File: src/design/debug_req_gate.sv
/*
 * Debug request gate
 * Masks the debug request for a fixed window after reset so boot code runs first
 */
`timescale 1ns/10ps
`default_nettype none

module debug_req_gate #(
  parameter int unsigned DelayCycles = 500
) (
  input  wire  clk_i,
  input  wire  rst_ni,
  input  wire  debug_req_i,
  output logic debug_req_o
);

  localparam int unsigned CntWidth = (DelayCycles > 0) ? $clog2(DelayCycles + 1) : 1;

  logic [CntWidth-1:0] cnt_q;
  logic                open;

  assign open = (cnt_q == '0);

  // Counts down once per edge and parks at zero
  always_ff @(posedge clk_i or negedge rst_ni) begin
    if (!rst_ni) begin
      cnt_q <= CntWidth'(DelayCycles);
    end else if (!open) begin
      cnt_q <= cnt_q - 1'b1;
    end
  end

  assign debug_req_o = open && debug_req_i;

endmodule

`default_nettype wire

File: config.mk
export PLATFORM = sky130hd
export DESIGN_NAME = debug_req_gate
export DESIGN_NICKNAME = d
export VERILOG_FILES = /design/src/design/debug_req_gate.sv
export SDC_FILE = /design/constraint.sdc
export NUM_CORES = 1
export LEC_CHECK = 0
export BUFFER_PORTS_ARGS = -buffer_cell sky130_fd_sc_hd__buf_4
export CAP_MARGIN = 20
export CORE_MARGIN = 2
export CORE_UTILIZATION = 30
export DETAILED_ROUTE_END_ITERATION = 8
export SETUP_SLACK_MARGIN = 0.15
export SLEW_MARGIN = 40
export SYNTH_ARGS = -nofsm -noshare
export SYNTH_HDL_FRONTEND = slang
export SYNTH_SLANG_ARGS = --single-unit
export TNS_END_PERCENT = 30
File: constraint.sdc
create_clock -name clk_i -period 3.5 [get_ports clk_i]
set_input_delay 1.05 -clock clk_i [delete_from_list [all_inputs] [get_ports clk_i]]
set_output_delay 1.05 -clock clk_i [all_outputs]
set_load 0.01 [all_outputs]
==> results.toml <==
[worst_setup_path]
crit_path_start_kind = "register"
path_class = "reg2out"
ff2ff_path_depth = 3
required_ns = 2.45
cp.arrival_ns = 1.94
r2r_start = "cnt_q[3]$_DFFE_PN0P_"
critPathCaptureType = "primary output"
ff2ff_setup_slack_ns = 1.83
rr_endpoint = "cnt_q[1]$_DFFE_PN0P_"
crit_fanout = 5

[clock_tree]
cts_sinks = 9
cts_max_level = 1
clk_pin_slew_worst_paths_ns = 0.07
clock_path_buffers = 2
cts_setup_buffers = 0
cts_hold_buf = 0
cts_tree = "done"
cts_buffers = 3
clk_latency_ns = 0.26
post_cts_resized = 0
cts_root_buffer = "clkbuf_4"

[min_path]
hold_start = "cnt_q[0]$_DFFE_PN0P_"
worstHoldPathCells = 1
min_path_type = "reg2reg"
min_to = "cnt_q[0]$_DFFE_PN0P_"

[placement]
dpl.hpwl_um = 521
io_buffers = 3
dpl_cell_area_sq_um = 485
dpl_worst_slack_ns = 0.773
gp_congestion = 0.726

[cells_and_area]
largest_register_ffs = 9
reg.largest.list = "cnt_q (9)"
regMostFlops = "cnt_q"
final_cell_mix = "o21ai_0, dfstp_2, clkbuf_4, dfrtp_1, buf_4"
layout-drive-gt1-share_pct = 41.3
fin_area_sq_um = 512
area_growth_syn_to_layout_pct = 15.2
diodes = 0
nNetsFinal = 51

[power]
power.leakage_nw = 0.234
peakVddDrop_v = 0.000182
combPwrFrac_pct = 2.7
switchingPower_w = 0.0000396
pwr-share-clk_pct = 42.5
p_int_w = 0.000151
seqPwrFrac_pct = 54.8
p_per_area_nw_per_um2 = 372
swShare_pct = 20.8

[logic_synthesis]
ys_top_cells_by_area = "dfstp_2, dfrtp_1, o21ai_0, nor4_4, o31ai_1"
synth_top_cell_by_area = "dfstp_2"
syn_inst = 39
syn_nets = 43
synth_area_sq_um = 444
avgSynthCellArea_sq_um = 11.4
ys_ff_latch = 9
yosysUniqueCellTypes = 20
ys_seq_area_share_pct = 52.4
yosysWarnings = 0
synth.top_cell.area_share_pct = 35.5

[sta]
hold_viol = 0
worst_slew_pin_slew_ns = 0.382
fmax_mhz = 334
period_share_pct = 85.4
period_minus_slack_ns = 2.99
timing.final.max_slew_violations = 0
skew_ns = 0.00786
grt_setup_unrepaired = "no"
setup_slack_ns = 0.510
tns_ns = 0
setup_viol = 0
relSlewSlack_pct = 74.3

[die]
die_x_um = 42.5
dieArea_sq_um = 1800
start_util_pct = 32.9
rows = 13
die_h_um = 42.5
io_pins = 4
coreArea_sq_um = 1350

[route]
drtIter0Drc = 2
post_drt_wl_per_cell_um = 11.8
vias_per_cell = 5.28
dr.pass1.iters = 2
ant_nets = 0
drc = 0
num_vias = 322
wirelength_um = 720

[grt]
grt_max_degree = 10
grt_pass1_vias = 319
grt-ovfl-total = 0
antenna_found_initial = 0
track_usage_pct = 10.7
grt_first_pass_wirelength_mm = 1.38

[flow_run]
cap_violations = 0

[run_status]
status = "finished, final reports clean"
critical path, stage by stage, from the launching register on:
cell and delay, ns:
dfrtp_1 0.40, or4_4 0.59, nor4_4 0.38, and2_2 0.21
buf_4 0.11
worst max path at each step:
| stage | from | to | slack, ns | depth (start not counted) |
|---|---|---|---|---|
| 2_1_floorplan | cnt_q[3]$_DFFE_PN0P_ | debug_req_o | 0.96 | 3 |
| 4_1_cts | cnt_q[3]$_DFFE_PN0P_ | debug_req_o | 0.49 | 4 |
| 3_5_place_dp | cnt_q[3]$_DFFE_PN0P_ | debug_req_o | 0.77 | 4 |
| 3_3_place_gp | cnt_q[3]$_DFFE_PN0P_ | debug_req_o | 0.79 | 4 |
| 5_1_grt | cnt_q[3]$_DFFE_PN0P_ | debug_req_o | 0.40 | 4 |
| 6_report | cnt_q[3]$_DFFE_PN0P_ | debug_req_o | 0.51 | 4 |
layer usage:
layer,share of wire (%),up-vias,global-route usage (%)
li1,-,157,-
met1,46,158,10.8
met2,48,5,16.9
met3,4.3,2,6.47
met4,1.9,0,5.63
met5,0,-,0
cell usage after synthesis, drive strengths merged:
cell and count:
dfstp 6, ha 1, nor3 2, or4 1, mux2i 1, or2 2
dfrtp 3, nand2 1, xnor2 1, o21ai 6, nor2 2, nand2b 2
and2 1, inv 2, mux2 1, nor4 1, o31ai 2, or3 2
o31a 1, o21bai 1
power groups by stage:
stage / registers, W / logic, W / clock network (W)
after floorplan: 0.000106 / 0.000000885 / 0
after global placement: 0.000106 / 0.00000549 / 0
after detailed placement: 0.000106 / 0.00000536 / 0
after CTS: 0.000104 / 0.00000542 / 0.0000856
after global routing: 0.000104 / 0.00000592 / 0.0000924
final: 0.000104 / 0.00000515 / 0.0000810
stage by stage:
step / hold slack, ns / utilization, % / total power (W) / cells
floorplan: 0.461 / - / 0.000107 / 39
global placement: 0.484 / 36.0 / 0.000112 / 57
detailed placement: 0.485 / 36.0 / 0.000111 / 57
CTS: 0.498 / 37.9 / 0.000195 / 61
global route: 0.521 / 37.9 / 0.000203 / 61
finish: 0.500 / 37.9 / 0.000190 / 61
logic make-up (layout without fill, tap and decap cells):
kind of cell | count (synthesis) | count (layout) | synth area share (%)
simple gates | 14 | 14 | 22.3
buf+inv | 2 | 9 | 1.69
flops | 9 | 9 | 52.4
mux | 2 | 2 | 4.79
fa+ha+maj | 1 | 1 | 2.82
compound gates | 10 | 10 | 14.1
xor+xnor | 1 | 1 | 1.97
cell type report:
class,instances,area [sq um]
clock buffer,4,26.3
fill,138,838
inverter,2,7.51
multi-input combinational,28,204
sequential,9,233
tap,15,18.8
timing repair buffer,3,22.5
Note: power is estimated with default switching activity, not from simulation.
