### config.mk
export PLATFORM = sky130hd
export DESIGN_NAME = addr_decoder
export DESIGN_NICKNAME = d
export VERILOG_FILES = /design/src/design/bus_pkg.sv /design/src/design/memmap_pkg.sv /design/src/design/addr_decoder.sv
export SDC_FILE = /design/constraint.sdc
export NUM_CORES = 1
export LEC_CHECK = 0
export ABC_AREA = 1
export BUFFER_PORTS_ARGS = -buffer_cell sky130_fd_sc_hd__buf_2
export CAP_MARGIN = 20
export CORE_MARGIN = 4
export CORE_UTILIZATION = 38
export CTS_CLUSTER_DIAMETER = 150
export DETAILED_ROUTE_END_ITERATION = 6
export GPL_ROUTABILITY_DRIVEN = 0
export PLACE_DENSITY = 0.69
export SYNTH_ARGS = -nofsm -noshare
export SYNTH_HDL_FRONTEND = slang
export SYNTH_SLANG_ARGS = --single-unit
### constraint.sdc
create_clock -name clk_i -period 12.5 [get_ports clk_i]
set_input_delay 1.875 -clock clk_i [delete_from_list [all_inputs] [get_ports clk_i]]
set_output_delay 1.875 -clock clk_i [all_outputs]
set_load 0.02 [all_outputs]
### src/design/bus_pkg.sv
/*
 * Bus package for the memory harness
 * Word, address and byte-enable widths, plus the packed queue entry
 */
`default_nettype none

package bus_pkg;

  localparam int unsigned AddrWidth   = 32;
  localparam int unsigned DataWidth   = 32;
  localparam int unsigned BeWidth     = DataWidth / 8;
  localparam int unsigned OffsetWidth = AddrWidth - 2;
  localparam int unsigned RegionWidth = 2;

  typedef logic [AddrWidth-1:0]   addr_t;
  typedef logic [DataWidth-1:0]   data_t;
  typedef logic [BeWidth-1:0]     be_t;
  typedef logic [OffsetWidth-1:0] offset_t;

  // ----------------------------------------------------------------------
  // Queue entry layout, MSB first
  // region | we | word offset | be | wdata
  // ----------------------------------------------------------------------
  localparam int unsigned EntryWidth = RegionWidth + 1 + OffsetWidth + BeWidth + DataWidth;

  localparam int unsigned WdataLsb  = 0;
  localparam int unsigned BeLsb     = WdataLsb + DataWidth;
  localparam int unsigned OffsetLsb = BeLsb + BeWidth;
  localparam int unsigned WeBit     = OffsetLsb + OffsetWidth;
  localparam int unsigned RegionLsb = WeBit + 1;

  typedef logic [EntryWidth-1:0] entry_t;

endpackage

`default_nettype wire

### src/design/memmap_pkg.sv
/*
 * Memory map of the harness
 * Region codes, boot ROM and DRAM placement, ROM word tag
 */
`default_nettype none

package memmap_pkg;

  typedef enum logic [1:0] {
    REGION_ROM  = 2'd0,
    REGION_DRAM = 2'd1,
    REGION_NONE = 2'd2
  } region_e;

  // ----------------------------------------------------------------------
  // Boot ROM
  // ----------------------------------------------------------------------
  localparam bus_pkg::addr_t RomBase   = 32'h0001_0000;
  localparam int unsigned    RomWords  = 1024;
  localparam bus_pkg::addr_t RomLength = RomWords * 4;

  // Upper half of every ROM word, index goes in the lower half
  localparam logic [15:0] RomTag = 16'hb007;

  // ----------------------------------------------------------------------
  // DRAM
  // ----------------------------------------------------------------------
  localparam bus_pkg::addr_t DramBase = 32'h8000_0000;

  // Size follows the word count chosen at the top level
  function automatic bus_pkg::addr_t dram_length(input int unsigned num_words);
    return bus_pkg::addr_t'(num_words * 4);
  endfunction

endpackage

`default_nettype wire

### src/design/addr_decoder.sv
/*
 * Address decoder
 * Maps each request to ROM, DRAM or unmapped and registers it as a queue entry
 */
`timescale 1ns/10ps
`default_nettype none

module addr_decoder #(
  parameter int unsigned NumWords = 256
) (
  input  wire                    clk_i,
  input  wire                    rst_ni,
  input  wire                    req_valid_i,
  input  wire                    req_we_i,
  input  wire  bus_pkg::addr_t   req_addr_i,
  input  wire  bus_pkg::be_t     req_be_i,
  input  wire  bus_pkg::data_t   req_wdata_i,
  output logic                   req_ready_o,
  output logic                   push_valid_o,
  output bus_pkg::entry_t        push_entry_o,
  input  wire                    push_ready_i
);

  localparam bus_pkg::addr_t DramLength = memmap_pkg::dram_length(NumWords);

  bus_pkg::addr_t      rom_off;
  bus_pkg::addr_t      dram_off;
  memmap_pkg::region_e region;
  bus_pkg::offset_t    offset;
  bus_pkg::entry_t     entry_q;
  logic                valid_q;
  logic                accept;

  // Byte distance from each base, wraps below the base
  assign rom_off  = req_addr_i - memmap_pkg::RomBase;
  assign dram_off = req_addr_i - memmap_pkg::DramBase;

  always_comb begin
    if (rom_off < memmap_pkg::RomLength) begin
      region = memmap_pkg::REGION_ROM;
      offset = rom_off[bus_pkg::AddrWidth-1:2];
    end else if (dram_off < DramLength) begin
      region = memmap_pkg::REGION_DRAM;
      offset = dram_off[bus_pkg::AddrWidth-1:2];
    end else begin
      region = memmap_pkg::REGION_NONE;
      offset = '0;
    end
  end

  // Output slot frees up when the queue takes it
  assign req_ready_o = !valid_q || push_ready_i;
  assign accept      = req_valid_i && req_ready_o;

  always_ff @(posedge clk_i or negedge rst_ni) begin
    if (!rst_ni) begin
      valid_q <= 1'b0;
    end else if (accept) begin
      valid_q <= 1'b1;
    end else if (push_ready_i) begin
      valid_q <= 1'b0;
    end
  end

  always_ff @(posedge clk_i) begin
    if (accept) begin
      entry_q <= {region, req_we_i, offset, req_be_i, req_wdata_i};
    end
  end

  assign push_valid_o = valid_q;
  assign push_entry_o = entry_q;

endmodule

`default_nettype wire

==> metrics <==
cell-internal power=0.403 mW; DRC viols=0; hpwl dp=4760 um; Final min period=4180 ps; first-pass GRT wire length=9110 um; Final ANT Viol Nets=0; CP Class=in2out; # resized after CTS=0; die width=93.1 um; flop-to-flop setup slack=10780 ps; vias in the first global route=1946; total power=0.520 mW; Total Wirelength=6110 um; Yosys warning total=0; setup repair bufs after CTS=0; delay-heaviest family, CP=buffers and inverters; PortBufs=141; HP Class=reg2reg; Clock Tree Buf Depth=2; wire per inst=13.1 um; Area Growth Syn to Fin=40.3%; Final nets=442; Clk pin slew, worst setup/hold paths=70 ps; crit path capture type=output pin; core area=6910 um^2; Top cell by count, worst path=buf_2; clk sinks=70; RSZ-0062 raised after global routing=false; stages on the worst setup path=4; die area=8660 um^2; cts hold-fix bufs=0; R2R Path Start=push_valid_o; htree depth=3; crit path cell chain=buf_2 -> inv_1 -> nand2_1 -> buf_2; Yosys cell types=25; synthesized flop and latch total=70; Max Slew Vio Count=0; Total GRT Usage=0.140; Yosys top cell by area=edfxtp_1; height of the die=93.1 um; FF-to-FF path depth=3; sequential share of power=0.527; crit path capture=req_ready_o; post-layout util=0.558; I/O pin cnt=144; status=completed; Setup-failing EPs final=0; worst-margin pin slew=699 ps; Initial DRC Count=48; PwrDens=135 nW/um^2; Slew HR=0.533; # Max-Cap Violations=0; Area after DPL=3620 um^2; initial antenna violation count=1; CP Launch Point=push_ready_i; CP Max Fanout=2; clk_lat worst skew=330 ps; vias per cell=4.37; Clk pwr share=0.366; CP max stage cell=buf_2; CP Launch Type=input pin; post-route insts no fill=467; Critical Path RT=10620 ps; Static Leak=1.74 nW; via count=2043; Starting Density=0.398; Logic pwr share=0.107; top post-synthesis cells by area=edfxtp_1, nand2_1, inv_1; CP Buf/Inv Count=3; share of the synthesized area in the top cell type=0.754; Final Cycle Share=0.335; Netlist Area Pre-Place=2750 um^2; Max Fclk=0.239 GHz; share of cells above drive strength 1=0.469; cell area after layout=3860 um^2; Arr. time, crit path=2310 ps; VDD IR-drop max=0.0646 mV; reg2reg end=push_entry_o[50]; Cells after Synth=201; Overflow after GRT=0; Post-Route Setup TNS=0 ps; critical path's largest stage delay=160 ps; TritonCTS clock tree=yes; P_sw=0.117 mW; syn avg cell area=13.7 um^2; largest net degree at the start of global routing=37; row count=30; Pre-Repair DR Iteration Count=4; Final Skew=5.42 ps; root buf cell=clkbuf_8; total CTS buffers=9; dpl cells=450; sw frac=0.225; ANT cells=0; post-synthesis sequential area ratio=0.763; final hold vios=0
## per-stage QoR
stage / hold slack, ps / setup WS, ps
floorplan: 768 / 6720
global placement: 551 / 8340
detailed placement: 571 / 8320
CTS: 587 / 8320
global route: 638 / 8300
finish: 589 / 8320
## cells in the final DEF (no fill, tap or decap), drive strengths merged
cell	Yosys	final
clkinv	0	2
nor2	23	23
nor4	1	1
edfxtp	69	69
or2	1	1
clkinvlp	0	1
xnor2	1	1
bufinv	0	2
a21oi	13	13
clkbuf	0	10
nand3b	2	2
ha	3	3
nand2	37	37
conb	1	14
nor3	1	1
buf	2	143
inv	27	28
nand3	8	8
dfrtp	1	1
nand4	2	2
o21ai	9	9
## Yosys cell counts
| library cell | count |
|---|---|
| a21oi_1 | 6 |
| a21oi_2 | 6 |
| a21oi_4 | 1 |
| buf_4 | 1 |
| buf_6 | 1 |
| conb_1 | 1 |
| dfrtp_1 | 1 |
| edfxtp_1 | 69 |
| ha_1 | 3 |
| inv_1 | 27 |
| nand2_1 | 35 |
| nand2_2 | 2 |
| nand3_1 | 7 |
| nand3_2 | 1 |
| nand3b_1 | 2 |
| nand4_1 | 2 |
| nor2_1 | 18 |
| nor2_2 | 4 |
| nor2_4 | 1 |
| nor3_1 | 1 |
| nor4_1 | 1 |
| o21ai_0 | 7 |
| o21ai_1 | 2 |
| or2_2 | 1 |
| xnor2_1 | 1 |
## power groups by stage
stage	clock [mW]	combinational (mW)	sequential [mW]
final	0.190	0.0559	0.274
after global routing	0.208	0.0608	0.275
after CTS	0.198	0.0553	0.274
after detailed placement	0	0.0552	0.280
after global placement	0	0.0544	0.279
after floorplan	0	0.0128	0.296
## cells by family (layout without fill, tap and decap cells)
group,after synthesis,count (layout),share of synthesized area
AO/OA/AOI/OAI,22,22,0.0523
XOR/XNOR,1,1,0.00319
adder cells (fa/ha/maj),3,3,0.0137
buffers and inverters,29,186,0.0437
flip-flops,70,70,0.763
other,1,14,0.00136
AND/OR/NAND/NOR,75,75,0.123
## worst register-to-register path, stage by stage (launching register included)
cell and delay, ps:
dfrtp_1 420, a21oi_4 270, buf_12 240, buf_4 420
## routing by layer
layer  part of all wire  vias to the layer above  global-route usage
li1                   -                     1010                   -
met1               0.38                      914               0.148
met2               0.49                      104               0.241
met3               0.11                       13              0.0619
met4              0.022                        2              0.0586
met5             0.0021                        -                   0
## worst min-delay path by stage
stage                       from           end  slack [ps]  cells past startpoint
floorplan           push_valid_o  push_valid_o         770                      2
global placement    push_valid_o  push_valid_o         550                      2
detailed placement  push_valid_o  push_valid_o         570                      2
CTS                 push_valid_o  push_valid_o         590                      2
global route        push_valid_o  push_valid_o         640                      2
finish              push_valid_o  push_valid_o         590                      2
## final cells by class
cell class | instances | area, um^2
multi-input combinational | 115 | 592
inverter | 27 | 101
fill | 616 | 3050
tap | 96 | 120
timing repair buffer | 143 | 733
sequential | 70 | 2100
clock buffer | 10 | 128
clock inverter | 6 | 85.1
## flip-flops by register name, summed over array words and instances (netlist names)
name,count
push_valid_o,1
push_entry_o,69
Note: power is estimated with default switching activity, not from simulation.
