## config.mk

```make
export PLATFORM = sky130hd
export DESIGN_NAME = req_queue
export DESIGN_NICKNAME = d
export VERILOG_FILES = /design/src/design/bus_pkg.sv /design/src/design/req_queue.sv
export SDC_FILE = /design/constraint.sdc
export NUM_CORES = 1
export LEC_CHECK = 0
export BUFFER_PORTS_ARGS = -buffer_cell sky130_fd_sc_hd__buf_2
export CORE_MARGIN = 3
export CORE_UTILIZATION = 57
export DETAILED_ROUTE_END_ITERATION = 8
export GPL_ROUTABILITY_DRIVEN = 0
export PLACE_DENSITY = 0.81
export REMOVE_ABC_BUFFERS = 1
export SETUP_SLACK_MARGIN = 0.02
export SYNTH_ARGS = -nofsm -noshare
export SYNTH_HDL_FRONTEND = slang
export SYNTH_SLANG_ARGS = --single-unit
```

## constraint.sdc

```tcl
create_clock -name clk_i -period 6.03 [get_ports clk_i]
set_input_delay 0.603 -clock clk_i [delete_from_list [all_inputs] [get_ports clk_i]]
set_output_delay 0.603 -clock clk_i [all_outputs]
set_load 0.01 [all_outputs]
```

## src/design/bus_pkg.sv

```systemverilog
/*
 * Bus package for the memory harness
 * Word, address and byte-enable widths, plus the packed queue entry
 */
`default_nettype none

package bus_pkg;

  localparam int unsigned AddrWidth   = 32;
  localparam int unsigned DataWidth   = 32;
  localparam int unsigned BeWidth     = DataWidth / 8;
  localparam int unsigned OffsetWidth = AddrWidth - 2;
  localparam int unsigned RegionWidth = 2;

  typedef logic [AddrWidth-1:0]   addr_t;
  typedef logic [DataWidth-1:0]   data_t;
  typedef logic [BeWidth-1:0]     be_t;
  typedef logic [OffsetWidth-1:0] offset_t;

  // ----------------------------------------------------------------------
  // Queue entry layout, MSB first
  // region | we | word offset | be | wdata
  // ----------------------------------------------------------------------
  localparam int unsigned EntryWidth = RegionWidth + 1 + OffsetWidth + BeWidth + DataWidth;

  localparam int unsigned WdataLsb  = 0;
  localparam int unsigned BeLsb     = WdataLsb + DataWidth;
  localparam int unsigned OffsetLsb = BeLsb + BeWidth;
  localparam int unsigned WeBit     = OffsetLsb + OffsetWidth;
  localparam int unsigned RegionLsb = WeBit + 1;

  typedef logic [EntryWidth-1:0] entry_t;

endpackage

`default_nettype wire

```

## src/design/req_queue.sv

```systemverilog
/*
 * Request queue
 * In-order circular buffer between the decoder and the memory responder
 */
`timescale 1ns/10ps
`default_nettype none

module req_queue #(
  parameter int unsigned Depth = 4
) (
  input  wire                    clk_i,
  input  wire                    rst_ni,
  input  wire                    push_valid_i,
  input  wire  bus_pkg::entry_t  push_entry_i,
  output logic                   push_ready_o,
  output logic                   pop_valid_o,
  output bus_pkg::entry_t        pop_entry_o,
  input  wire                    pop_ready_i
);

  localparam int unsigned PtrWidth = (Depth > 1) ? $clog2(Depth) : 1;
  localparam int unsigned CntWidth = $clog2(Depth + 1);

  bus_pkg::entry_t     mem_q [Depth];
  logic [PtrWidth-1:0] wr_ptr_q;
  logic [PtrWidth-1:0] rd_ptr_q;
  logic [CntWidth-1:0] count_q;
  logic                push;
  logic                pop;

  // Depth need not be a power of two
  function automatic logic [PtrWidth-1:0] next_ptr(input logic [PtrWidth-1:0] ptr);
    if (ptr == PtrWidth'(Depth - 1)) begin
      return '0;
    end
    return ptr + 1'b1;
  endfunction

  assign push_ready_o = (count_q != CntWidth'(Depth));
  assign pop_valid_o  = (count_q != '0);
  assign pop_entry_o  = mem_q[rd_ptr_q];

  assign push = push_valid_i && push_ready_o;
  assign pop  = pop_valid_o && pop_ready_i;

  // ----------------------------------------------------------------------
  // Pointers and occupancy
  // ----------------------------------------------------------------------
  always_ff @(posedge clk_i or negedge rst_ni) begin
    if (!rst_ni) begin
      wr_ptr_q <= '0;
      rd_ptr_q <= '0;
      count_q  <= '0;
    end else begin
      if (push) begin
        wr_ptr_q <= next_ptr(wr_ptr_q);
      end
      if (pop) begin
        rd_ptr_q <= next_ptr(rd_ptr_q);
      end
      case ({push, pop})
        2'b10:   count_q <= count_q + 1'b1;
        2'b01:   count_q <= count_q - 1'b1;
        default: count_q <= count_q;
      endcase
    end
  end

  // Storage
  always_ff @(posedge clk_i) begin
    if (push) begin
      mem_q[wr_ptr_q] <= push_entry_i;
    end
  end

endmodule

`default_nettype wire

```

==> impl_summary.md, run 1 <==
Outcome
The flow ran to the end, and the final reports show no timing, DRC or antenna violations.

Place
The number of cells in the design after placement is 754. After legalization and detailed placement, the total HPWL measured 10.3 mm. The post-place setup slack is 2.95 ns.

Buffers placed on the I/O ports in this run total 143.

Die
The floorplan step defined a die boundary enclosing 19900 µm². The die width is 141 µm. The number of top-level pins is 144.

The total area inside the core boundary comes to 17500 µm². The floorplan die height is 141 µm. After floorplanning, the core was divided into 48 placement rows. The initial core utilization is 0.592.

Worst setup path
The type of element capturing the critical path is an output port. The category of the worst setup path launch point is a register. The path type of the worst setup path is reg -> out. Along the worst path, the maximum fanout reaches 37. At the worst endpoint, the required time is 5.43 ns. The arrival time of data at the critical path endpoint is 2.90 ns.

Routing
The detail route stage leaves a number of antenna-violating nets equal to 0. For this run, the detailed router's first-pass iteration total came to 5. After detailed routing, the number of remaining DRC violations is 0. Summed over all layers, the routed wires come to 18.0 mm. The final route contains 4601 vias.

In this run, the number of DRC markers left after iteration 0 of detailed routing was 291. In the routed layout, each cell is associated on average with a via count of 5.74. After detailed routing, the average wire length per cell comes to 22.4 µm.

Global routing
The largest net degree at the start of global routing is 72. The overall overflow remaining after global route is 0. The number of antenna violations at the first check in global routing is 2. The first-pass GRT wire length is 28.5 mm.

The overall fraction of global-route tracks in use is 0.187. The via count of the first global-routing pass is 5033.

STA
The total negative setup slack is 0 ns. Subtracting the final worst setup slack from the clock period gives 3.50 ns. The final max-slew violation count is 0. The upper clock frequency limit is 285 MHz.

Final hold analysis gives a worst-case slack of 0.305 ns. The portion of the clock cycle consumed by the worst path in the final layout is 0.581. The final-report hold violation count came to 0.

The pin slew with the least headroom to its limit is 1.08 ns. Setup repair after global routing left no endpoint under its margin. The slack of the critical path is 2.53 ns. Setup violations remaining at the end of the flow were counted as 0. For the final database, setup skew stands at 0.0125 ns.

In this run the tightest slew margin relative to its limit is 0.280.

Finish
In the layout the commonest cells are sky130_fd_sc_hd__edfxtp_1 (276), sky130_fd_sc_hd__buf_2 (143), sky130_fd_sc_hd__mux4_2 (69), sky130_fd_sc_hd__clkbuf_16 (27). The final instance count without filler cells is 801. In the final layout, the share of cells above drive strength 1 is 0.450. The count of filler cells inserted in the layout is 1064. In the final layout, flip-flops and latches occupy 8470 µm². The area added between synthesis and finish is 17.4%. The leading cell type in the layout, fill and taps excluded is sky130_fd_sc_hd__edfxtp_1. The number of nets in the finished design is 639. In the final layout, the multi-input gates occupy 1830 µm².

Power
The final total power is 6.05 mW. Summed over all cells, the static leakage comes to 4.19 nW. The power per cell area is 496 nW/µm². The peak supply drop is 0.000388 V.

Clock tree
The number of hold buffers added after CTS was 1. The TritonCTS sink count is 283. The clock passes through at most 3 buffers. The clock latency on the worst-skew pair is 0.51 ns. Clock-pin slew was measured on the worst setup and hold paths at 0.06 ns. Counting the buffers created by CTS gives 27. The quantity of gates resized following cts is 0.

The buffers inserted during post-CTS setup optimization is 0. CTS built an H-tree with a depth of 1. The CTS tree is yes.

The clock root buffer is sky130_fd_sc_hd__clkbuf_16.

Yosys
The post-synthesis instance total is 401. In this run, distinct cell masters in the synthesized netlist total 20. Counting flops and latches in the post-synthesis netlist gives 283. The sequential fraction of the synthesis area is 0.815.

The total number of yosys warnings is 0. The combined area of all synthesized cells is 10400 µm². The post-synthesis average cell area is 25.9 µm².

Run
Max-cap violations in this run came to 0.

Worst hold path
The path class of the tightest hold or removal check is in -> reg.
## worst paths after layout
kind	from	endpoint	slack [ns]	cells after the start
worst max register to register	count_q[0]$_DFFE_PN0P_	count_q[2]$_DFFE_PN0P_	3.76	9
worst min register to register	count_q[2]$_DFFE_PN0P_	count_q[2]$_DFFE_PN0P_	0.49	1
worst max-delay path	rd_ptr_q[0]$_DFFE_PN0P_	pop_entry_o[47]	2.53	3
worst min-delay path	push_entry_i[43]	mem_q[0][43]$_DFFE_PP_	0.30	1
max in group asynchronous	rst_ni	rd_ptr_q[1]$_DFFE_PN0P_	5.38	2
min in group asynchronous	rst_ni	wr_ptr_q[1]$_DFFE_PN0P_	0.46	2
## Yosys cell counts, drive strengths merged
| cell | instances | area share |
|---|---|---|
| edfxtp | 276 | 0.80 |
| mux4 | 69 | 0.15 |
| buf | 10 | 0.0063 |
| dfrtp | 7 | 0.017 |
| inv | 7 | 0.0025 |
| clkbuf | 6 | 0.0022 |
| ha | 6 | 0.0072 |
| and3 | 4 | 0.0029 |
| mux2 | 4 | 0.0051 |
| nor2 | 3 | 0.0011 |
| xor2 | 2 | 0.0017 |
| and2 | 1 | 0.00084 |
| fa | 1 | 0.0019 |
| mux2i | 1 | 0.00096 |
| nand2 | 1 | 0.00036 |
| or3 | 1 | 0.00072 |
| or3b | 1 | 0.0011 |
| xnor2 | 1 | 0.00084 |
## sequential cells by signal, summed over array words and instances, names as in the netlist
signal and flops:
wr_ptr_q 2, mem_q 276, rd_ptr_q 2, count_q 3
## kinds of logic after synthesis
kind of cell,synth area share
and+or+nand+nor,0.00699
DFF,0.815
buffers and inverters,0.0110
muxes,0.156
xor gates and xnor gates,0.00253
adders and majority gates,0.00915
## metrics by stage
stage	instance area, µm²	util
after global routing	12200	0.695
after global placement	11300	0.646
final	12200	0.695
after detailed placement	11300	0.646
after CTS	12200	0.695
after floorplan	10300	-
## critical path: stages, from the launching register on
cell and delay (ns):
sky130_fd_sc_hd__dfrtp_4 0.87, sky130_fd_sc_hd__buf_4 0.71, sky130_fd_sc_hd__mux4_2 0.63, sky130_fd_sc_hd__buf_2 0.16
## layout make-up
cell class	count	share of cell area
clock inverter	13	0.0128
sequential	283	0.695
clock buffer	32	0.0570
multi-input combinational	95	0.150
antenna	1	0.000205
inverter	7	0.00216
timing repair buffer	145	0.0601
tap	225	0.0231
## power by group
group	leakage (nW)	total, mW	internal (mW)	switching (mW)
logic	1.17	1.55	0.784	0.769
registers	2.61	2.87	2.61	0.259
clock network	0.414	1.63	0.982	0.648
total	4.19	6.05	4.38	1.68
## layer usage
layer,vias to the layer above,track usage,part of all wire
met1,2397,0.256,0.39
met3,17,0.0441,0.069
met4,2,0.0357,0.011
li1,2028,-,-
met5,-,0,0.00039
met2,157,0.317,0.53
No activity file was read; power rests on OpenSTA's default activity.
==> run 2, diff against run 1 <==
CORE_UTILIZATION = 51   (was 57)
PLACE_DENSITY = 0.77   (was 0.81)
clock period = 3.18 ns   (was 6.03 ns; I/O delays follow)
==> run 2 against run 1 <==
Net effect:
- clock power grew 94%
- hold slack lost 0.29 ns
- sequential power grew 82%
- clock skew is essentially flat
- via count grew 6.3%
- combinational power grew 120%
- sequential share of layout area shrank 4.0 points
- wire length grew 7.8%
==> impl_summary.md, run 2 (synthesized netlist as in run 1, its figures left out) <==
Finish
The footprint of the multi-input gates is 1830 µm² (unchanged). The register containing the most flip-flops in the final layout is mem_q (unchanged). The footprint of the flip-flops and latches is 8470 µm² (unchanged). The final instance area is 12900 µm² (was 12200 µm²). The fraction of layout cells with a size suffix above 1 is 0.418 (was 0.450). The area added between synthesis and finish is 24.5% (was 17.4%).

Top library cells by usage in the layout, fill and taps aside: sky130_fd_sc_hd__edfxtp_1 (276), sky130_fd_sc_hd__buf_2 (143), sky130_fd_sc_hd__mux4_2 (69), sky130_fd_sc_hd__dlygate4sd3_1 (52), sky130_fd_sc_hd__clkbuf_16 (29) (was sky130_fd_sc_hd__edfxtp_1 (276), sky130_fd_sc_hd__buf_2 (143), sky130_fd_sc_hd__mux4_2 (69), sky130_fd_sc_hd__clkbuf_16 (27)). The final instance count without filler cells is 905 (was 801). Largest regs: mem_q: 276 flops, count_q: 3 flops (unchanged). The number of nets in the finished design is 699 (was 639). The count of filler cells inserted in the layout came to 1262 (was 1064). The share of the core filled with cells is 0.656 (was 0.695). The flip-flop count of the largest register, all copies and words added was 276 (unchanged). The leading cell type in the layout, fill and taps excluded is sky130_fd_sc_hd__edfxtp_1 (unchanged).

Global routing
The overall overflow remaining after global route came to 0 (unchanged). The via count of the first global-routing pass was 5512 (was 5033). The first-pass GRT wire length is 30.9 mm (was 28.5 mm). The overall fraction of global-route tracks in use is 0.181 (was 0.187). The number of antenna violations at the first check in global routing is 1 (was 2). The largest net degree at the start of global routing is 44 (was 72).

Clock tree
The clock root buffer was sky130_fd_sc_hd__clkbuf_16 (unchanged). The TritonCTS sink count is 283 (unchanged). The clock latency on the worst-skew pair came to 0.52 ns (was 0.51 ns). The number of buffers created by CTS is 28 (was 27). The CTS tree is yes (unchanged). The buffer depth of the longest clock path is 3 (unchanged).

The clock-pin slew of the registers on the worst-case setup and hold paths came to 0.06 ns (about the same). The number of H-tree levels is 1 (unchanged).

Routing
The post-route antenna net violation count came to 0 (unchanged). The residual DRC count is 0 (unchanged). The count of TritonRoute iterations in the first routing pass is 4 (was 5). The final wirelength is 19.4 mm (was 18.0 mm).

The via count is 4893 (was 4601). The number of vias per cell after detailed routing is 5.41 (was 5.74). The final routed wire length divided by cell count is 21.4 µm (was 22.4 µm).

The number of DRC markers after the initial detailed-route iteration was 257 (was 291).

Place
The post-placement cell area is 11500 µm² (was 11300 µm²). The half-perimeter wire length after placement was 11.3 mm (was 10.3 mm). The number of cells in the design after placement is 802 (was 754). The number of input and output port buffers inserted is 143 (unchanged).

The post-place setup slack is 0.863 ns (was 2.95 ns).

Worst setup path
The category of the worst setup path launch point was a register (unchanged). The number of cell instances on the worst register-to-register path is 9 (unchanged). The arrival time of data at the critical path endpoint is 2.88 ns (was 2.90 ns). The slowest library cell on the worst path is sky130_fd_sc_hd__or3b_4 (was sky130_fd_sc_hd__dfrtp_4). The delay of the slowest critical-path stage is 0.45 ns (was 0.87 ns). Chain of cells forming the critical path: or3b_4, and2_4, inv_1, ha_1, inv_1, fa_1, xor2_1, nor2_1, xor2_1 (was buf_4, mux4_2, buf_2).

The data required time at the worst endpoint is 3.58 ns (was 5.43 ns). The dominant delay contributor by cell family on the critical path is simple AND/OR/NAND/NOR gates (was flip-flops). The worst reg2reg path endpoint was count_q[2]$_DFFE_PN0P_ (unchanged).

The worst path buffer plus inverter count came to 2 (unchanged). The worst-path maximum fanout is 6 (was 37). The startpoint of the most critical register-to-register path is count_q[0]$_DFFE_PN0P_ (unchanged). The type of element capturing the critical path is a register (was output port). The register-to-register setup slack is 0.70 ns (was 3.76 ns). The path type of the worst setup path is reg -> reg (was reg -> out).

STA
The total negative setup slack is 0 ns (unchanged). The worst-case headroom to the max-slew limit is 0.579 (was 0.280). The final setup violation count is 0 (unchanged).

The slack of the critical path is 0.701 ns (was 2.53 ns). The worst hold slack came to 0.0198 ns (was 0.305 ns). Timing would allow up to 403 MHz. The clock period could shrink to 2.48 ns. The final-report hold violation count is 0 (unchanged). The pin slew with the least headroom to its limit is 0.631 ns (was 1.08 ns). The final max-slew violation count is 0 (unchanged). In the finished design, the share of the clock period the worst path needs comes to 0.780. The worst-case clock skew is 0.0124 ns (was 0.0125 ns).

Setup repair after global routing missed its margin: false (unchanged).

Worst hold path
The beginning of the worst hold path is push_entry_i[63] (was push_entry_i[43]). The class of the most critical hold timing path is in -> reg (unchanged). The worst hold endpoint is mem_q[0][63]$_DFFE_PP_ (was mem_q[0][43]$_DFFE_PP_).

The instance count along the most critical hold path is 1 (unchanged).

Power
The peak supply drop was 0.00100 V (was 0.000388 V). The static leakage came to 4.48 nW (was 4.19 nW). The power per cell area is 912 nW/µm² (was 496 nW/µm²). The final total power is 11.8 mW (was 6.05 mW).

Die
The initial core utilization is 0.527 (was 0.592). The core outline area is 19700 µm² (was 17500 µm²). The die width is 149 µm (was 141 µm). The number of top-level pins came to 144 (unchanged). The floorplan die height is 149 µm (was 141 µm). The overall die area is 22100 µm² (was 19900 µm²). The count of standard-cell rows is 51 (was 48).

Run
The number of max-cap violations came to 0 (unchanged).

Outcome
Run status: completed (unchanged).
## run 2: where the power goes
| group | total, mW | internal (mW) | switching [mW] |
|---|---|---|---|
| Combinational | 3.42 | 1.65 | 1.77 |
| Sequential | 5.21 | 4.94 | 0.276 |
| Clock | 3.16 | 1.89 | 1.27 |
## run 2: worst max-delay path by stage
stage,endpoint,slack (ns),depth (start not counted),startpoint
6_report,count_q[2]$_DFFE_PN0P_,0.70,9,count_q[0]$_DFFE_PN0P_
5_1_grt,count_q[2]$_DFFE_PN0P_,0.61,9,count_q[0]$_DFFE_PN0P_
4_1_cts,pop_entry_o[19],0.68,3,rd_ptr_q[1]$_DFFE_PN0P_
3_5_place_dp,count_q[2]$_DFFE_PN0P_,0.86,9,count_q[0]$_DFFE_PN0P_
3_3_place_gp,count_q[2]$_DFFE_PN0P_,1.03,9,count_q[0]$_DFFE_PN0P_
2_1_floorplan,pop_entry_o[0],-0.61,1,rd_ptr_q[0]$_DFFE_PN0P_
## run 2: layout make-up
type                    count  area share
clock buffers              36      0.0581
repair buffers            204       0.108
flip-flops and latches    283       0.655
multi-input cells          95       0.141
well taps                 265      0.0256
clock inverters            14      0.0103
inverters                   7     0.00203
diodes                      1    0.000193
## run 2: layer usage
layer | global-route usage | vias up | share of wire
met5 | 0 | - | 0
met3 | 0.0378 | 30 | 0.074
met2 | 0.306 | 198 | 0.51
met4 | 0.0425 | 0 | 0.018
li1 | - | 2152 | -
met1 | 0.246 | 2513 | 0.40
## run 2: timing repair
item	CTS	global route
hold buffers	50	2
endpoints found under the hold margin	190	8
resized for setup	0	0
buffers inserted	0	0
==> run 3, diff against run 2 <==
ABC_AREA = 1   (was default)
CORE_UTILIZATION = 52   (was 51)
clock period = 2 ns   (was 3.18 ns; I/O delays follow)
==> run 3 against run 2 <==
Net effect:
- register-to-register slack lost 0.48 ns
- final area grew 18%
- hold slack gained 0.044 ns
- die area grew 12%
- combinational power grew to 2.7 times the previous value
- synthesized area grew 15%
- count of clock-buffer cells in the layout grew 6
- the run now ends with negative setup slack left
- clock power grew 61%
- clock skew grew 0.00080 ns
- sequential power grew 57%
- sequential cell count is the same
- global-route usage grew 2.6 points
==> impl_summary.md, run 3 <==
Yosys
The sequential fraction of the synthesis area is 0.711 (was 0.815). The number of enable-type register cells in the synthesized netlist is 276 (unchanged). The most frequently used flop master after synthesis is sky130_fd_sc_hd__edfxtp_1 (unchanged). The total number of yosys warnings is 0 (unchanged). The area share of the largest cell type after synthesis came to 0.697 (was 0.798). The largest area contributor in the netlist is sky130_fd_sc_hd__edfxtp_1 (unchanged). The fraction of registers with async set/reset is 0.0247 (unchanged). The most used standard cell by instance count after synthesis is sky130_fd_sc_hd__edfxtp_1 (unchanged). The synthesized flop and latch total is 283 (unchanged).

The post-synthesis instance total is 864 (was 401). Largest cells by area after synthesis: sky130_fd_sc_hd__edfxtp_1 (70%), sky130_fd_sc_hd__o211ai_2 (8.4%), sky130_fd_sc_hd__nand2_1 (7.0%), sky130_fd_sc_hd__inv_1 (4.7%), sky130_fd_sc_hd__o211ai_1 (3.7%) (was sky130_fd_sc_hd__edfxtp_1 (80%), sky130_fd_sc_hd__mux4_2 (15%), sky130_fd_sc_hd__dfrtp_1 (1.7%), sky130_fd_sc_hd__ha_1 (0.72%), sky130_fd_sc_hd__buf_4 (0.43%)). Most used standard cells in the synthesized netlist: sky130_fd_sc_hd__edfxtp_1 (276), sky130_fd_sc_hd__nand2_1 (222), sky130_fd_sc_hd__inv_1 (149), sky130_fd_sc_hd__o211ai_2 (80), sky130_fd_sc_hd__o211ai_1 (58) (was sky130_fd_sc_hd__edfxtp_1 (276), sky130_fd_sc_hd__mux4_2 (69), sky130_fd_sc_hd__dfrtp_1 (7), sky130_fd_sc_hd__inv_1 (7)). The number of distinct library cells after synthesis was 20 (unchanged). The post-synthesis average cell area was 13.8 µm² (was 25.9 µm²). The combined area of all synthesized cells came to 11900 µm² (was 10400 µm²).

Place
The number of cells in the design after placement is 1262 (was 802). The half-perimeter wire length after placement is 12.7 mm (was 11.3 mm). The number of input and output port buffers inserted is 143 (unchanged). The post-placement cell area came to 12900 µm² (was 11500 µm²).

Routing
The number of vias per cell after detailed routing is 5.15 (was 5.41). The residual DRC count is 0 (unchanged). The via count is 7254 (was 4893).

The final routed wire length divided by cell count is 18.1 µm (was 21.4 µm). The number of DRC markers after the initial detailed-route iteration is 397 (was 257). The post-route antenna net violation count is 0 (unchanged). The count of TritonRoute iterations in the first routing pass is 5 (was 4).

The final wirelength is 25.5 mm (was 19.4 mm).

Power
The sequential cell fraction of total power is 0.362 (was 0.442). The static leakage is 6.15 nW (was 4.48 nW). The power per cell area is 1480 nW/µm² (was 912 nW/µm²). The peak supply drop is 0.000835 V (was 0.00100 V). The portion of total power attributed to combinational logic is 0.413 (was 0.290). The internal power of the cells is 14.9 mW (was 8.47 mW).

The relative contribution of the clock network to total power is 0.225 (was 0.268). The power dissipated by switching net loads is 7.71 mW (was 3.32 mW). The switching power as a share of total power is 0.341 (was 0.281).

Worst setup path
The type of element capturing the critical path is an output port (was register). Chain of cells forming the critical path: buf_12, clkbuf_16, o211ai_1, nand2_1, buf_2 (was or3b_4, and2_4, inv_1, ha_1, inv_1, fa_1, xor2_1, nor2_1, xor2_1). The register-to-register setup slack is 0.22 ns (was 0.70 ns). The worst reg2reg path endpoint is count_q[2]$_DFFE_PN0P_ (unchanged). The delay of the slowest critical-path stage is 0.54 ns (was 0.45 ns).

The startpoint of the most critical register-to-register path is count_q[2]$_DFFE_PN0P_ (was count_q[0]$_DFFE_PN0P_). The data required time at the worst endpoint is 1.80 ns (was 3.58 ns). The slowest library cell on the worst path was sky130_fd_sc_hd__dfrtp_4 (was sky130_fd_sc_hd__or3b_4). The path type of the worst setup path is reg -> out (was reg -> reg).

The category of the worst setup path launch point is a register (unchanged). The worst-path maximum fanout was 9 (was 6). The number of cell instances on the worst register-to-register path is 11 (was 9).

The arrival time of data at the critical path endpoint is 1.88 ns (was 2.88 ns).

STA
Setup repair after global routing missed its margin: true (was false). The final max-slew violation count is 0 (unchanged). The pin slew with the least headroom to its limit was 0.373 ns (was 0.631 ns). The final setup violation count was 38 (was 0). The total negative setup slack is -0.851 ns (was 0 ns). The portion of the clock cycle consumed by the worst path in the final layout is 1.04. The slack of the critical path is -0.0752 ns (was 0.701 ns). The final-report hold violation count was 0 (unchanged). The worst hold slack is 0.0634 ns (was 0.0198 ns).

The worst path in the final design needs a cycle of 2.08 ns, including I/O delays and setup. The worst-case clock skew was 0.0132 ns (was 0.0124 ns). The worst-case headroom to the max-slew limit is 0.751 (was 0.579).

The upper clock frequency limit is 482 MHz.

Finish
The area added between synthesis and finish is 27.8% (was 24.5%). The final instance count without filler cells is 1408 (was 905). The flip-flop count of the largest register, all copies and words added came to 276 (unchanged).

The leading cell type in the layout, fill and taps excluded is sky130_fd_sc_hd__edfxtp_1 (unchanged). The footprint of the multi-input gates is 2510 µm² (was 1830 µm²). The number of nets in the finished design is 1191 (was 699). The count of filler cells inserted in the layout is 1481 (was 1262). The fraction of layout cells with a size suffix above 1 is 0.289 (was 0.418).

The final instance area came to 15200 µm² (was 12900 µm²). The number of diodes added for antenna fixing came to 0 (was 1). The share of the core filled with cells is 0.686 (was 0.656). Largest regs: mem_q: 276 flops, count_q: 3 flops (unchanged). Top library cells by usage in the layout, fill and taps aside: sky130_fd_sc_hd__edfxtp_1 (276), sky130_fd_sc_hd__nand2_1 (210), sky130_fd_sc_hd__inv_1 (149), sky130_fd_sc_hd__buf_2 (135), sky130_fd_sc_hd__o211ai_2 (80) (was sky130_fd_sc_hd__edfxtp_1 (276), sky130_fd_sc_hd__buf_2 (143), sky130_fd_sc_hd__mux4_2 (69), sky130_fd_sc_hd__dlygate4sd3_1 (52), sky130_fd_sc_hd__clkbuf_16 (29)). The footprint of the flip-flops and latches was 8470 µm² (unchanged).

The register containing the most flip-flops in the final layout is mem_q (unchanged).

Clock tree
The clock root buffer is sky130_fd_sc_hd__clkbuf_16 (unchanged). The TritonCTS sink count is 283 (unchanged). The clock-pin slew of the registers on the worst-case setup and hold paths came to 0.06 ns (about the same). The clock latency on the worst-skew pair is 0.53 ns (was 0.52 ns). The number of H-tree levels was 1 (unchanged). The CTS tree is yes (unchanged). The number of buffers created by CTS is 28 (unchanged). The buffer depth of the longest clock path is 3 (unchanged).

Run
The number of max-cap violations was 0 (unchanged).

Global routing
The largest net degree at the start of global routing is 53 (was 44). The first-pass GRT wire length came to 39.9 mm (was 30.9 mm). The overall fraction of global-route tracks in use is 0.206 (was 0.181). The overall overflow remaining after global route is 0 (unchanged). The via count of the first global-routing pass is 7566 (was 5512). The number of antenna violations at the first check in global routing is 0 (was 1).

Die
The number of top-level pins is 144 (unchanged). The overall die area is 24700 µm² (was 22100 µm²). The count of standard-cell rows is 54 (was 51). The core outline area is 22200 µm² (was 19700 µm²). The initial core utilization is 0.537 (was 0.527). The die width came to 157 µm (was 149 µm). The floorplan die height was 157 µm (was 149 µm).

Worst hold path
The class of the most critical hold timing path is in -> async (was in -> reg).

Outcome
Run status: finished with violations (was completed). The final reports fail on negative setup slack.
==> run 3: cell type report <==
cell class                 count  share of cell area
timing repair buffer         263               0.159
multi-input combinational    383               0.165
tap                          280              0.0230
clock buffer                  42              0.0516
sequential                   283               0.557
clock inverter                 5             0.00650
inverter                     152              0.0377
==> run 3: worst max-delay path: cells and delay by family (launching register included) <==
| family | cells | cell delay (ns) |
|---|---|---|
| compound gates | 1 | 0.18 |
| buf+inv | 3 | 0.51 |
| flops | 1 | 0.54 |
| simple gates | 1 | 0.10 |
==> run 3: metal layers <==
metal,global-route usage,vias to the layer above,share of wire
met2,0.365,210,0.51
met4,0.0574,0,0.020
met3,0.0377,41,0.058
li1,-,3497,-
met5,0,-,0
met1,0.263,3506,0.41
==> run 3: per-stage QoR <==
stage	power (mW)	setup slack [ns]
2_1_floorplan	11.8	-4.59
3_3_place_gp	15.4	0.329
3_5_place_dp	15.6	0.258
4_1_cts	22.1	-0.0665
5_1_grt	23.8	-0.129
6_report	22.6	-0.0752
==> run 3: power by group through the flow <==
stage               Sequential (mW)  Clock [mW]  Combinational [mW]
floorplan                      8.73           0                3.02
global placement               8.25           0                7.20
detailed placement             8.30           0                7.32
CTS                            8.16        5.17                8.81
global route                   8.25        5.44                10.2
finish                         8.16        5.09                9.32
==> run 3: what timing repair did <==
action / 4_1_cts / 5_1_grt
setup buffers: 8 / 0
pin swaps: 31 / 20
hold buffers: 72 / 0
hold endpoints to repair: 287 / 0
gates cloned: 11 / 9
endpoints found under the setup margin: 69 / 69
resized for setup: 38 / 17
==> run 3: cell families after synthesis <==
group | after synthesis | synth area share
flip-flops | 283 | 0.711
AO/OA/AOI/OAI | 139 | 0.121
AND/OR/NAND/NOR | 236 | 0.0754
XOR/XNOR | 1 | 0.000736
adder cells (fa/ha/maj) | 7 | 0.00799
buffers and inverters | 198 | 0.0835
==> run 3: how the worst max path moves through the flow <==
stage                     depth (start not counted)                       to                     from
final                                             5          pop_entry_o[51]  rd_ptr_q[0]$_DFFE_PN0P_
after global routing                              6          pop_entry_o[16]  rd_ptr_q[0]$_DFFE_PN0P_
after CTS                                         5           pop_entry_o[6]  rd_ptr_q[0]$_DFFE_PN0P_
after detailed placement                         11   count_q[2]$_DFFE_PN0P_   count_q[2]$_DFFE_PN0P_
after global placement                           10   count_q[2]$_DFFE_PN0P_   count_q[0]$_DFFE_PN0P_
after floorplan                                   4  rd_ptr_q[0]$_DFFE_PN0P_  rd_ptr_q[0]$_DFFE_PN0P_
